[config.mk]
export PLATFORM = sky130hd
export DESIGN_NAME = spi_host
export DESIGN_NICKNAME = d
export VERILOG_FILES = /design/src/spi_pkg.sv /design/src/spi_burst_ctrl.sv /design/src/spi_byte_fifo.sv /design/src/spi_host.sv /design/src/spi_xcvr.sv
export SDC_FILE = /design/constraint.sdc
export NUM_CORES = 1
export LEC_CHECK = 0
export ABC_AREA = 1
export BUFFER_PORTS_ARGS = -buffer_cell sky130_fd_sc_hd__buf_2
export CORE_UTILIZATION = 47
export DETAILED_ROUTE_END_ITERATION = 10
export PLACE_DENSITY = 0.64
export RECOVER_POWER = 100
export SLEW_MARGIN = 30
export SYNTH_ARGS = -nofsm -noshare
export SYNTH_HDL_FRONTEND = slang
export SYNTH_HIERARCHICAL = 1
export SYNTH_SLANG_ARGS = --single-unit
[constraint.sdc]
create_clock -name clk_i -period 2.77 [get_ports clk_i]
set_input_delay 0.554 -clock clk_i [delete_from_list [all_inputs] [get_ports clk_i]]
set_output_delay 0.554 -clock clk_i [all_outputs]
set_load 0.05 [all_outputs]
[src/spi_pkg.sv]
package spi_pkg;

  // SPI mode and bit rate stay fixed for the length of a burst
  typedef struct packed {
    logic hispeed;
    logic cpol;
    logic cpha;
  } spi_conf_t;

  // pins driven by the master towards the slave
  typedef struct packed {
    logic sclk;
    logic mosi;
    logic cs_n;
  } spi_pins_t;

  localparam int CLOCK_FREQ = 50_000_000;
  localparam int HI_SPEED   = 8_000_000;
  localparam int LO_SPEED   = 500_000;

  // each divider tick ends an SCLK half period of terminal count plus one cycles
  localparam int HI_DIV = CLOCK_FREQ / HI_SPEED;
  localparam int LO_DIV = CLOCK_FREQ / LO_SPEED;

  // the slow rate has the larger count and sets the counter width
  localparam int DIV_W = $clog2(LO_DIV + 1);

  localparam int FIFO_DEPTH = 16;
  localparam int FIFO_AW    = $clog2(FIFO_DEPTH);
  localparam int FIFO_CW    = $clog2(FIFO_DEPTH + 1);

  // a burst moves 1 to FIFO_DEPTH bytes
  localparam int LEN_W = 5;

endpackage

[src/spi_burst_ctrl.sv]
`timescale 1ns/100ps

module spi_burst_ctrl (
  input  logic                      clk_i,
  input  logic                      rst_i,
  input  logic                      start,
  input  logic [spi_pkg::LEN_W-1:0] len,
  output logic                      busy,
  output logic                      cs_n,
  input  logic                      tx_empty,
  output logic                      tx_pop,
  input  logic [7:0]                tx_head,
  input  logic                      rx_full,
  output logic                      rx_push,
  output logic [7:0]                rx_byte,
  output logic                      xfer_start,
  output logic [7:0]                xfer_tx,
  input  logic                      xfer_done,
  input  logic [7:0]                xfer_rx
);
  import spi_pkg::*;

  typedef enum logic [2:0] {
    ST_IDLE,
    ST_FETCH,
    ST_WAIT_BYTE,
    ST_STORE,
    ST_FINISH
  } state_t;

  state_t           state;
  logic [LEN_W-1:0] remaining;
  logic             launch;

  // a byte goes out only once there is one queued and the transceiver is free
  assign launch     = (state == ST_FETCH) && !tx_empty && xfer_done;
  assign tx_pop     = launch;
  assign xfer_start = launch;
  assign xfer_tx    = tx_head;

  // a full receive FIFO keeps us in store, which stalls the whole burst
  assign rx_push = (state == ST_STORE) && !rx_full;

  always_ff @(posedge clk_i or posedge rst_i) begin
    if (rst_i) begin
      state     <= ST_IDLE;
      remaining <= '0;
      busy      <= 1'b0;
      cs_n      <= 1'b1;
    end else begin
      case (state)
        ST_IDLE: begin
          if (start && len != '0) begin
            remaining <= len;
            busy      <= 1'b1;
            cs_n      <= 1'b0;
            state     <= ST_FETCH;
          end
        end
        ST_FETCH: begin
          if (launch) begin
            state <= ST_WAIT_BYTE;
          end
        end
        ST_WAIT_BYTE: begin
          // done drops the cycle after the launch, so a high level here is the finished byte
          if (xfer_done) begin
            state <= ST_STORE;
          end
        end
        ST_STORE: begin
          if (rx_push) begin
            remaining <= remaining - 1'b1;
            if (remaining == LEN_W'(1)) begin
              cs_n  <= 1'b1;
              state <= ST_FINISH;
            end else begin
              state <= ST_FETCH;
            end
          end
        end
        ST_FINISH: begin
          busy  <= 1'b0;
          state <= ST_IDLE;
        end
        default: state <= ST_IDLE;
      endcase
    end
  end

  always_ff @(posedge clk_i) begin
    if (state == ST_WAIT_BYTE && xfer_done) begin
      rx_byte <= xfer_rx;
    end
  end

endmodule

[src/spi_byte_fifo.sv]
`timescale 1ns/100ps

module spi_byte_fifo (
  input  logic       clk_i,
  input  logic       rst_i,
  input  logic       wr,
  input  logic [7:0] wdata,
  output logic       full,
  input  logic       rd,
  output logic [7:0] rdata,
  output logic       empty
);
  import spi_pkg::*;

  logic [7:0]         mem [FIFO_DEPTH];
  logic [FIFO_AW-1:0] wr_ptr;
  logic [FIFO_AW-1:0] rd_ptr;
  logic [FIFO_CW-1:0] count;
  logic               do_wr;
  logic               do_rd;

  assign full  = (count == FIFO_CW'(FIFO_DEPTH));
  assign empty = (count == '0);

  // requests that would overflow or underflow are dropped here
  assign do_wr = wr && !full;
  assign do_rd = rd && !empty;

  // the head entry is always visible and a read just moves on to the next one
  assign rdata = mem[rd_ptr];

  always_ff @(posedge clk_i) begin
    if (do_wr) begin
      mem[wr_ptr] <= wdata;
    end
  end

  always_ff @(posedge clk_i or posedge rst_i) begin
    if (rst_i) begin
      wr_ptr <= '0;
      rd_ptr <= '0;
      count  <= '0;
    end else begin
      if (do_wr) begin
        wr_ptr <= wr_ptr + 1'b1;
      end
      if (do_rd) begin
        rd_ptr <= rd_ptr + 1'b1;
      end
      case ({do_wr, do_rd})
        2'b10:   count <= count + 1'b1;
        2'b01:   count <= count - 1'b1;
        default: count <= count;
      endcase
    end
  end

endmodule

[src/spi_host.sv]
`timescale 1ns/100ps

module spi_host (
  input  logic                      clk_i,
  input  logic                      rst_i,
  input  spi_pkg::spi_conf_t        conf,
  input  logic                      start,
  input  logic [spi_pkg::LEN_W-1:0] len,
  input  logic                      tx_wr,
  input  logic [7:0]                tx_data,
  output logic                      tx_full,
  input  logic                      rx_rd,
  output logic [7:0]                rx_data,
  output logic                      rx_empty,
  output logic                      busy,
  output spi_pkg::spi_pins_t        pins,
  input  logic                      miso
);

  logic       tx_empty;
  logic       tx_pop;
  logic [7:0] tx_head;
  logic       rx_full;
  logic       rx_push;
  logic [7:0] rx_byte;
  logic       xfer_start;
  logic [7:0] xfer_tx;
  logic       xfer_done;
  logic [7:0] xfer_rx;
  logic       sclk;
  logic       mosi;
  logic       cs_n;

  assign pins.sclk = sclk;
  assign pins.mosi = mosi;
  assign pins.cs_n = cs_n;

  // host writes, controller pops
  spi_byte_fifo i_tx_fifo (
    .clk_i (clk_i),
    .rst_i (rst_i),
    .wr    (tx_wr),
    .wdata (tx_data),
    .full  (tx_full),
    .rd    (tx_pop),
    .rdata (tx_head),
    .empty (tx_empty)
  );

  // controller pushes, host reads
  spi_byte_fifo i_rx_fifo (
    .clk_i (clk_i),
    .rst_i (rst_i),
    .wr    (rx_push),
    .wdata (rx_byte),
    .full  (rx_full),
    .rd    (rx_rd),
    .rdata (rx_data),
    .empty (rx_empty)
  );

  spi_burst_ctrl i_burst_ctrl (
    .clk_i      (clk_i),
    .rst_i      (rst_i),
    .start      (start),
    .len        (len),
    .busy       (busy),
    .cs_n       (cs_n),
    .tx_empty   (tx_empty),
    .tx_pop     (tx_pop),
    .tx_head    (tx_head),
    .rx_full    (rx_full),
    .rx_push    (rx_push),
    .rx_byte    (rx_byte),
    .xfer_start (xfer_start),
    .xfer_tx    (xfer_tx),
    .xfer_done  (xfer_done),
    .xfer_rx    (xfer_rx)
  );

  spi_xcvr i_xcvr (
    .clk_i (clk_i),
    .rst_i (rst_i),
    .conf  (conf),
    .start (xfer_start),
    .tx    (xfer_tx),
    .rx    (xfer_rx),
    .done  (xfer_done),
    .miso  (miso),
    .mosi  (mosi),
    .sclk  (sclk)
  );

endmodule

[src/spi_xcvr.sv]
`timescale 1ns/100ps

module spi_xcvr (
  input  logic               clk_i,
  input  logic               rst_i,
  input  spi_pkg::spi_conf_t conf,
  input  logic               start,
  input  logic [7:0]         tx,
  output logic [7:0]         rx,
  output logic               done,
  input  logic               miso,
  output logic               mosi,
  output logic               sclk
);
  import spi_pkg::*;

  typedef enum logic [1:0] {
    ST_IDLE,
    ST_START,
    ST_LEAD,
    ST_TRAIL
  } state_t;

  state_t           state;
  state_t           state_next;
  logic [8:0]       buffer;
  logic [8:0]       buffer_next;
  logic [2:0]       bits;
  logic [2:0]       bits_next;
  logic             phase;
  logic             phase_next;
  logic [DIV_W-1:0] div_cnt;
  logic [DIV_W-1:0] div_max;
  logic             tick;

  assign div_max = conf.hispeed ? DIV_W'(HI_DIV) : DIV_W'(LO_DIV);
  assign tick    = (div_cnt == div_max);

  // phase counts SCLK away from its idle level, so SCLK idles at cpol in every mode
  assign sclk = conf.cpol ^ phase;
  assign done = (state == ST_IDLE);
  assign mosi = buffer[8];

  // with cpha set the last sample lands in bit 0, otherwise it is shifted up once more
  assign rx = conf.cpha ? buffer[7:0] : buffer[8:1];

  always_ff @(posedge clk_i or posedge rst_i) begin
    if (rst_i) begin
      div_cnt <= '0;
    end else if (state == ST_IDLE || tick) begin
      div_cnt <= '0;
    end else begin
      div_cnt <= div_cnt + 1'b1;
    end
  end

  always_ff @(posedge clk_i or posedge rst_i) begin
    if (rst_i) begin
      state <= ST_IDLE;
      bits  <= '0;
      phase <= 1'b0;
    end else begin
      state <= state_next;
      bits  <= bits_next;
      phase <= phase_next;
    end
  end

  always_ff @(posedge clk_i) begin
    buffer <= buffer_next;
  end

  always_comb begin
    state_next  = state;
    buffer_next = buffer;
    bits_next   = bits;
    phase_next  = phase;
    case (state)
      ST_IDLE: begin
        phase_next = 1'b0;
        if (start) begin
          // for cpha clear the first bit has to sit on MOSI before the first edge
          buffer_next = conf.cpha ? {1'b0, tx} : {tx, 1'b0};
          bits_next   = 3'd7;
          state_next  = ST_START;
        end
      end
      ST_START: begin
        state_next = ST_LEAD;
      end
      ST_LEAD: begin
        if (tick) begin
          if (conf.cpha) begin
            buffer_next = {buffer[7:0], 1'b0};
          end else begin
            buffer_next[0] = miso;
          end
          phase_next = 1'b1;
          state_next = ST_TRAIL;
        end
      end
      ST_TRAIL: begin
        if (tick) begin
          if (conf.cpha) begin
            buffer_next[0] = miso;
          end else begin
            buffer_next = {buffer[7:0], 1'b0};
          end
          phase_next = 1'b0;
          bits_next  = bits - 1'b1;
          state_next = (bits == 3'd0) ? ST_IDLE : ST_LEAD;
        end
      end
      default: state_next = ST_IDLE;
    endcase
  end

endmodule

==> results.cfg, run 1 <==
[status]
outcome = finished, violations left
violations = design-rule violations

[synth]
synth_compound_area_frac = 0.0147
synth_top_cell_by_area = edfxtp_1
synth.top_cells.by_area = edfxtp_1 55%, nand2_1 14%, dfrtp_1 8.1%
post-synth-top-area-fraction = 0.551
post_synth_instance_area_um2 = 14900
synthesis.yosys.warnings = 6
synth_sequential_area_ratio = 0.633
synth_top_family_by_area = simple AND/OR/NAND/NOR gates
yosys.area_share.xor_xnor = 0.00883
area_share_of_fa_ha_maj_cells_after_synthesis = 0.0220
post_synth_inst_count = 1543
synth_fp_nets = 1590
yosys.area_share.simple = 0.252
postSynthAreaPerCell_um2 = 9.64
synth.lib_cells_used.distinct = 39
synth.mux.area_fraction = 0
postSynthRegisterBits = 322

[floorplan]
die_h_um = 180
fp.coreArea_um2 = 30800
die_area_um2 = 32400
num_io_pins = 36
die_w_um = 180
core.rowCount = 64
floorplan.initialDensity = 0.483

[cells_and_area]
drive_above_1_share = 0.106
num-fill-cells = 2721
most_common_library_cell_in_the_layout_ignoring_fill_and_taps = nand2_1
post-route-cell-area_um2 = 16700
area.growth.synth_to_final_pct = 12.4
utilization = 0.543
fin_cells = 2028
n_antenna_cell = 0
layout.nets = 1655
layout.cells.most_common_list = 564 x nand2_1, 273 x edfxtp_1, 172 x inv_1, 162 x nor2_1, 129 x nand3_1

[global_routing]
grt_start_max_net_pins = 82
first_pass_grt_wire_length_um = 52400
grt_util_all_layers = 0.205
number_of_global_route_vias_before_repair = 9849
grt_antenna_before_repair = 0
globalRouteOverflowTotal = 0

[pwr]
share_comb_of_total_power = 0.334
power.density_cell_area_nw_per_um2 = 954
power.switching_fraction = 0.377
intPower_mw = 9.95
report.power.total_mw = 16.0
p_clk_frac = 0.274
sequentialPowerShare = 0.392
peak_vdd_ir_mv = 0.565
static_leakage_nw = 7.27
power_switching_mw = 6.01

[timing]
postLayoutSetupSlackWorst_ns = 0.0926
layout_worst_path_cycle_share = 0.967
finalHoldViolCount = 0
hold_slack_ns = 0.224
clock.fmax_ghz = 0.373
setup-tns-final_ns = 0
fin_worst_skew_ns = 0.0230
worst_slew_pin_slew_ns = 0.922
setup_viol_count_final = 0
finalCriticalPeriod_ns = 2.68
maxSlewHeadroom = 0.385
final-max-slew-violation-count = 0
rsz0062_at_grt = true

[route]
number_of_detailed_routing_iterations_run_before_antenna_repair = 10
vias = 10100
wire_length_per_cell_um = 16.1
first_iter_violations = 984
postRouteAntennaNets = 0
postRouteWirelength_um = 32700
remaining_drc_errors = 2
via_per_inst = 5.00

[hold_path]
hold_crit_path_type = in -> async

[worst_setup_path]
worstSetupStartpointType = flop
crit_type = reg -> out
critical_path.max_fanout = 32
worst_ep_arrival_time_ns = 2.12
required_ns = 2.22
cp-end-kind = output pin

[cts]
cts_htree_levels = 2
worst_setup_hold_path_clk_slew_ns = 0.06
ctsLongestPathBuffers = 3
clk-insertion-delay-late_ns = 0.52
cts.sinks = 322
cts_made_buffers = 36
clock_tree.root_cell = clkbuf_16
cts_tree = yes

[place]
port-buffer-count = 35
placed_cell_area_um2 = 15600
place_hpwl_um = 21400
dp.cells = 1964
place_ws_ns = 0.146
gp_congestion = 0.822

[job]
timing.max_cap.violations = 0
-- worst paths after layout --
check | from | to | slack (ns) | depth (start not counted)
worst max-delay path | i_rx_fifo/rd_ptr[0] | rx_data[3] | 0.09 | 8
worst min-delay path | rst_i | i_burst_ctrl/state[1] | 0.22 | 2
worst max register to register | i_xcvr/state[0] | i_tx_fifo/count[4] | 0.26 | 19
worst min register to register | i_burst_ctrl/cs_n | i_burst_ctrl/cs_n | 0.48 | 2
max in group asynchronous | rst_i | i_rx_fifo/rd_ptr[0] | 2.10 | 2
min in group clk_i | len[1] | i_burst_ctrl/remaining[1] | 0.40 | 3
-- Yosys cell counts (all sizes together) --
cell and count:
dfstp 1, or2 3, ha 23, nor3 6
a22oi 9, buf 52, nor4 2, edfxtp 273
nand3 131, a21oi 2, o31ai 1, inv 183
nand4 11, nor3b 2, o21ai 22, fa 2
nand2 579, clkbuf 6, o211ai 1, nand3b 1
xnor2 6, nor2 169, xor2 9, a41oi 1
dfrtp 48
-- sequential cells by signal, indices dropped and copies added, names as in the netlist, 2 cells and up --
name	flops
i_xcvr/bits	3
i_burst_ctrl/remaining	5
i_rx_fifo/rd_ptr	4
i_xcvr/state	2
i_rx_fifo/count	5
i_xcvr/div_cnt	7
i_tx_fifo/mem	128
i_tx_fifo/rd_ptr	4
i_tx_fifo/wr_ptr	4
i_burst_ctrl/state	3
i_tx_fifo/count	5
i_xcvr/buffer	9
i_rx_fifo/mem	128
i_burst_ctrl/rx_byte	8
i_rx_fifo/wr_ptr	4
-- critical path: stages (launching register included) --
cell	delay, ns
dfrtp_2	0.45
buf_4	0.37
nand2_1	0.09
nand2_1	0.10
nand2_1	0.05
nand3_1	0.13
nand2_1	0.10
nand2_1	0.08
buf_2	0.26
-- power groups by stage --
stage / Sequential, mW / Clock, mW / Combinational, mW
finish: 6.26 / 4.38 / 5.33
global placement: 6.30 / 0 / 5.12
global route: 6.32 / 4.65 / 5.96
detailed placement: 6.32 / 0 / 5.23
floorplan: 6.21 / 0 / 4.04
CTS: 6.23 / 4.48 / 5.26
-- per-layer routing --
| metal | share of wire | GRT usage |
|---|---|---|
| met3 | 0.047 | 0.0278 |
| met5 | 0 | 0 |
| met1 | 0.47 | 0.291 |
| met4 | 0.018 | 0.0569 |
| met2 | 0.46 | 0.331 |
-- area by class of cell --
type                       instances  area, um2  share of cell area
clock inverter                    22        159             0.00950
sequential                       322       9430               0.564
tap                              396        495              0.0296
inverter                         183        703              0.0420
clock buffer                      40        916              0.0547
timing repair buffer              84        583              0.0348
multi-input combinational        981       4450               0.266
-- cell families after synthesis --
logic type | after synthesis
AND/OR/NAND/NOR | 904
flip-flops | 322
buffers and inverters | 241
AO/OA/AOI/OAI | 36
adder cells (fa/ha/maj) | 25
XOR/XNOR | 15
-- what timing repair did --
item	CTS	global route
hold buffers	0	0
endpoints found under the setup margin	4	9
gates cloned	0	1
pin swaps	0	1
gates resized for setup	3	15
buffers inserted	0	1
(Power assumes the default switching activity.)
==> run 2: changes to the inputs <==
--- a/config.mk
+++ b/config.mk
@@ -9,7 +9,7 @@
 export BUFFER_PORTS_ARGS = -buffer_cell sky130_fd_sc_hd__buf_2
 export CORE_UTILIZATION = 47
 export DETAILED_ROUTE_END_ITERATION = 10
-export PLACE_DENSITY = 0.64
+export PLACE_DENSITY = 0.61
 export RECOVER_POWER = 100
 export SLEW_MARGIN = 30
 export SYNTH_ARGS = -nofsm -noshare
==> run 2 against run 1 <==
Net effect: the flow still finishes with violations (design-rule violations); worst setup slack improved by 0.0081 ns; fmax increased by 0.30%; sequential cell count unchanged; clock skew rose by 0.0040 ns; total power grew 1.5%; utilization decreased by 0.15 points; sequential power is essentially flat; register-to-register slack barely moved; global-route usage rose by 0.076 points; sequential share of layout area up 0.16 points; highest routed layer unchanged.
==> results.cfg, run 2 (same netlist as run 1, synthesis figures left out) <==
[status]
outcome = finished, violations left
violations = design-rule violations

[pwr]
report.power.total_mw = 16.2
power.density_cell_area_nw_per_um2 = 971
static_leakage_nw = 7.18
peak_vdd_ir_mv = 0.575

[timing]
setup_viol_count_final = 0
rsz0062_at_grt = true
postLayoutSetupSlackWorst_ns = 0.101
finalHoldViolCount = 0
maxSlewHeadroom = 0.377
worst_slew_pin_slew_ns = 0.934
final-max-slew-violation-count = 0
layout_worst_path_cycle_share = 0.964
finalCriticalPeriod_ns = 2.67
clock.fmax_ghz = 0.375
fin_worst_skew_ns = 0.0269

[place]
placed_cell_area_um2 = 15600
place_hpwl_um = 21200
port-buffer-count = 35
dp.cells = 1969
gp_congestion = 0.802
place_ws_ns = 0.115

[global_routing]
first_pass_grt_wire_length_um = 52200
grt_antenna_before_repair = 0
number_of_global_route_vias_before_repair = 9539
globalRouteOverflowTotal = 0
grt_start_max_net_pins = 43
grt_util_all_layers = 0.206

[worst_setup_path]
worstSetupStartpointType = flop
worstReg2RegEnd = i_tx_fifo/count[4]
timing.reg2reg.setup_slack_ns = 0.25
cp-end-kind = output pin
cell_breakdown_of_the_critical_path = inv_2, buf_12, nand2_1, nand3_1, nand2_1, nor2_1, nand2_1, nand2_1, buf_4
worst_ep_arrival_time_ns = 2.12
critical-path-top-cell-by-count = nand2_1
crit_type = reg -> out
cp_slowest_stage_delay_ns = 0.54
required_ns = 2.22
beginning_of_the_worst_register_to_register_path = i_xcvr/state[0]
critical-path-slowest-cell = dfrtp_4
critical_path.max_fanout = 20
r2r.worst_path.cells = 19

[cts]
cts_hold_buffers = 0
cts.sinks = 322
clk-insertion-delay-late_ns = 0.53
cts_htree_levels = 2
ctsLongestPathBuffers = 3
clock_tree.root_cell = clkbuf_16
worst_setup_hold_path_clk_slew_ns = 0.06
cts_tree = yes
cts_made_buffers = 36

[cells_and_area]
layout.nets = 1663
num-fill-cells = 2748
utilization = 0.541
fin_cells = 2036
layout.cells.most_common_list = 570 x nand2_1, 273 x edfxtp_1, 174 x inv_1, 162 x nor2_1, 129 x nand3_1
area.growth.synth_to_final_pct = 12.1
drive_above_1_share = 0.0774
biggestRegsByFlops = i_rx_fifo/mem x128, i_tx_fifo/mem x128, i_xcvr/buffer x9
most_common_library_cell_in_the_layout_ignoring_fill_and_taps = nand2_1
n_antenna_cell = 0
post-route-cell-area_um2 = 16700

[route]
via_per_inst = 4.96
number_of_detailed_routing_iterations_run_before_antenna_repair = 8
postRouteWirelength_um = 32400
wire_length_per_cell_um = 15.9
postRouteAntennaNets = 0
first_iter_violations = 837
remaining_drc_errors = 1
vias = 10100

[floorplan]
num_io_pins = 36
fp.coreArea_um2 = 30800
core.rowCount = 64
floorplan.initialDensity = 0.483
die_h_um = 180
die_area_um2 = 32400
die_w_um = 180

[hold_path]
hold_crit_path_type = in -> async

[job]
timing.max_cap.violations = 0
run 2: cell types whose count changed in the layout (fill, tap and decap cells not counted), moves of 3 or more:
| cell | before | now |
|---|---|---|
| clkbuf_1 | 14 | 57 |
| buf_4 | 45 | 24 |
| buf_2 | 22 | 12 |
| nand2_1 | 564 | 570 |
| clkinv_2 | 7 | 2 |
| nand2_2 | 10 | 6 |
| clkinvlp_4 | 6 | 3 |
| inv_6 | 3 | 0 |
run 2: through the flow:
stage | hold slack, ns | setup TNS (ns)
after global routing | 0.286 | -0.00294
final | 0.223 | 0
after CTS | 0.133 | 0
after floorplan | 0.393 | 0
after global placement | 0.460 | 0
after detailed placement | 0.463 | 0
run 2: worst max-delay path by stage:
| stage | from | endpoint | slack, ns | depth (start not counted) |
|---|---|---|---|---|
| floorplan | i_xcvr/state[1] | i_tx_fifo/count[4] | 0.32 | 19 |
| global placement | i_xcvr/state[0] | i_tx_fifo/count[4] | 0.23 | 19 |
| detailed placement | i_xcvr/state[0] | i_tx_fifo/count[4] | 0.12 | 19 |
| CTS | i_rx_fifo/rd_ptr[0] | rx_data[0] | 0.008 | 9 |
| global route | i_rx_fifo/rd_ptr[0] | rx_data[5] | -0.003 | 9 |
| finish | i_rx_fifo/rd_ptr[0] | rx_data[2] | 0.10 | 9 |
run 2: what timing repair did:
item | CTS | global route
resized for setup | 5 | 18
setup endpoints to repair | 8 | 9
buffers inserted | 1 | 4
run 2: area by class of cell:
type / instances / area [um2] / share of cell area
Sequential cell: 322 / 9430 / 0.565
Multi-Input combinational cell: 980 / 4390 / 0.263
Inverter: 183 / 696 / 0.0417
Tap cell: 396 / 495 / 0.0297
Clock buffer: 46 / 960 / 0.0575
Timing Repair Buffer: 93 / 518 / 0.0310
Clock inverter: 16 / 193 / 0.0115
run 2: worst max-delay path: cells and delay by family (launching register included):
kind / cells / cell delay, ns
AND/OR/NAND/NOR: 6 / 0.57
buffers and inverters: 3 / 0.50
flip-flops: 1 / 0.54
run 2: metal layers:
metal / part of all wire / global-route usage / routed length (um) / up-vias
met5: 0 / 0 / 0 / -
met4: 0.029 / 0.0690 / 939 / 0
met3: 0.064 / 0.0359 / 2090 / 60
met2: 0.44 / 0.318 / 14400 / 255
met1: 0.46 / 0.294 / 15000 / 4693
li1: - / - / - / 5094
run 2: power by group:
group / internal, mW / total (mW) / switching, mW
Sequential: 5.84 / 6.26 / 0.414
Combinational: 1.66 / 5.31 / 3.65
Clock: 2.75 / 4.64 / 1.90
==> run 3: changes to the inputs <==
--- a/config.mk
+++ b/config.mk
@@ -9,7 +9,7 @@
 export BUFFER_PORTS_ARGS = -buffer_cell sky130_fd_sc_hd__buf_2
 export CORE_UTILIZATION = 47
 export DETAILED_ROUTE_END_ITERATION = 10
-export PLACE_DENSITY = 0.61
+export PLACE_DENSITY = 0.72
 export RECOVER_POWER = 100
 export SLEW_MARGIN = 30
 export SYNTH_ARGS = -nofsm -noshare
==> run 3 against run 2 <==
Net effect: the flow still finishes with violations (design-rule violations); design area increased by 0.64%; clock skew increased by 0.0038 ns; total power increased by 0.65%; critical endpoint is now rx_data[0]; highest routed layer unchanged.
==> results.cfg, run 3 (same netlist as run 1, synthesis figures left out) <==
[floorplan]
die_h_um = 180
fp.coreArea_um2 = 30800
die_area_um2 = 32400
floorplan.initialDensity = 0.483
core.rowCount = 64
die_w_um = 180
num_io_pins = 36

[cells_and_area]
fin_cells = 2023
area.growth.synth_to_final_pct = 12.9
biggestRegsByFlops = i_rx_fifo/mem x128, i_tx_fifo/mem x128, i_xcvr/buffer x9
layout.cells.most_common_list = 564 x nand2_1, 273 x edfxtp_1, 171 x inv_1, 162 x nor2_1, 129 x nand3_1
utilization = 0.545
layout.nets = 1646
most_common_library_cell_in_the_layout_ignoring_fill_and_taps = nand2_1
drive_above_1_share = 0.102

[global_routing]
grt_start_max_net_pins = 82
number_of_global_route_vias_before_repair = 9861
grt_antenna_before_repair = 0
globalRouteOverflowTotal = 0
first_pass_grt_wire_length_um = 51000
grt_util_all_layers = 0.198

[timing]
setup-tns-final_ns = 0
layout_worst_path_cycle_share = 0.953
finalCriticalPeriod_ns = 2.64
maxSlewHeadroom = 0.401
fin_worst_skew_ns = 0.0308
clock.fmax_ghz = 0.379
hold_slack_ns = 0.177
setup_viol_count_final = 0
worst_slew_pin_slew_ns = 0.899
finalHoldViolCount = 0
final-max-slew-violation-count = 0

[worst_setup_path]
critical-path-slowest-cell = dfrtp_2
worst_ep_arrival_time_ns = 2.09
path_delay_family = buffers and inverters
worstSetupStartpointType = flop
cp_slowest_stage_delay_ns = 0.42
critical-path-top-cell-by-count = nand2_1
cell_breakdown_of_the_critical_path = buf_12, nand2_1, nand2_1, nand2_1, nand3_1, nand2_1, nand2_1, buf_2
cp-end-kind = output pin
worst_path_bufs_invs = 2
crit_type = reg -> out
required_ns = 2.22
critical_path.max_fanout = 81

[pwr]
power_switching_mw = 6.00
power.density_cell_area_nw_per_um2 = 971
peak_vdd_ir_mv = 0.702
sequentialPowerShare = 0.384
report.power.total_mw = 16.3
intPower_mw = 10.3
share_comb_of_total_power = 0.320
p_clk_frac = 0.296
static_leakage_nw = 7.28
power.switching_fraction = 0.368

[cts]
cts_hold_buffers = 0
clk-insertion-delay-late_ns = 0.54
cts.sinks = 322
ctsLongestPathBuffers = 3
clock_tree.root_cell = clkbuf_16
cts_htree_levels = 2
cts_tree = yes
worst_setup_hold_path_clk_slew_ns = 0.06
cts_made_buffers = 35

[place]
port-buffer-count = 35
place_hpwl_um = 20400
dp.cells = 1956
gp_congestion = 0.851

[status]
outcome = finished, violations left
violations = design-rule violations

[route]
remaining_drc_errors = 6
postRouteWirelength_um = 31600
wire_length_per_cell_um = 15.6
via_per_inst = 5.06
vias = 10200
first_iter_violations = 920
postRouteAntennaNets = 0
number_of_detailed_routing_iterations_run_before_antenna_repair = 9

[hold_path]
hold_crit_path_type = in -> async

[job]
timing.max_cap.violations = 0
-- run 3: changes by cell type in the layout (fill, tap and decap cells not counted), moves of 3 or more --
| cell | delta |
|---|---|
| nand2_1 | -6 |
| inv_6 | +3 |
| clkbuf_1 | -40 |
| nand2_2 | +4 |
| buf_4 | +14 |
| inv_1 | -3 |
| buf_2 | +12 |
| clkbuf_4 | -3 |
-- run 3: repair_timing --
item / in CTS / in global routing
pin swaps: 0 / 1
setup endpoints to repair: 8 / 9
buffers inserted: 0 / 2
gates resized for setup: 1 / 12
-- run 3: stage by stage --
step,area (um2),setup slack [ns]
5_1_grt,16800,-0.00981
2_1_floorplan,14900,0.317
4_1_cts,16800,0.0475
3_5_place_dp,15500,0.118
3_3_place_gp,15500,0.242
6_report,16800,0.129
-- run 3: per-layer routing --
layer / vias up / track usage / part of all wire
met5: - / 0 / 0
met4: 0 / 0.0655 / 0.023
met3: 55 / 0.0286 / 0.060
met2: 272 / 0.332 / 0.49
met1: 4855 / 0.266 / 0.43
li1: 5061 / - / -
-- run 3: layout make-up --
type / count / area [um2]
clock inverter: 22 / 289
tap: 396 / 495
inverter: 183 / 706
sequential: 322 / 9430
timing repair buffer: 77 / 514
antenna: 1 / 2.50
fill: 2625 / 14000
clock buffer: 42 / 923
multi-input combinational: 980 / 4430
-- run 3: power groups by stage --
stage,clock network (mW),logic [mW],registers (mW)
detailed placement,0,5.13,6.34
global route,5.11,5.86,6.33
global placement,0,5.00,6.31
floorplan,0,4.04,6.21
CTS,4.91,5.16,6.25
finish,4.83,5.22,6.26
-- run 3: worst paths after layout --
path | start | cells after the start | slack (ns) | to
min in group clk_i | len[1] | 3 | 0.39 | i_burst_ctrl/remaining[1]
worst max-delay path | i_rx_fifo/rd_ptr[0] | 8 | 0.13 | rx_data[0]
worst max register to register | i_xcvr/state[0] | 19 | 0.25 | i_tx_fifo/count[4]
worst min-delay path | rst_i | 2 | 0.18 | i_burst_ctrl/state[1]
worst min register to register | i_xcvr/bits[2] | 2 | 0.48 | i_xcvr/bits[2]
max in group asynchronous | rst_i | 2 | 2.13 | i_rx_fifo/rd_ptr[0]
-- run 3: worst register-to-register path, cell delays in order, from the launching register on --
cell	delay (ns)
dfrtp_1	0.41
inv_1	0.11
nand2_2	0.08
inv_1	0.07
inv_1	0.05
or2_2	0.30
nor2_2	0.12
nand2_1	0.10
inv_2	0.10
ha_4	0.16
inv_1	0.07
fa_1	0.37
inv_1	0.09
nand2_1	0.08
nand2_1	0.10
nand2_1	0.06
nand2_1	0.05
nand2_1	0.05
nand2_1	0.05
nand2_1	0.04
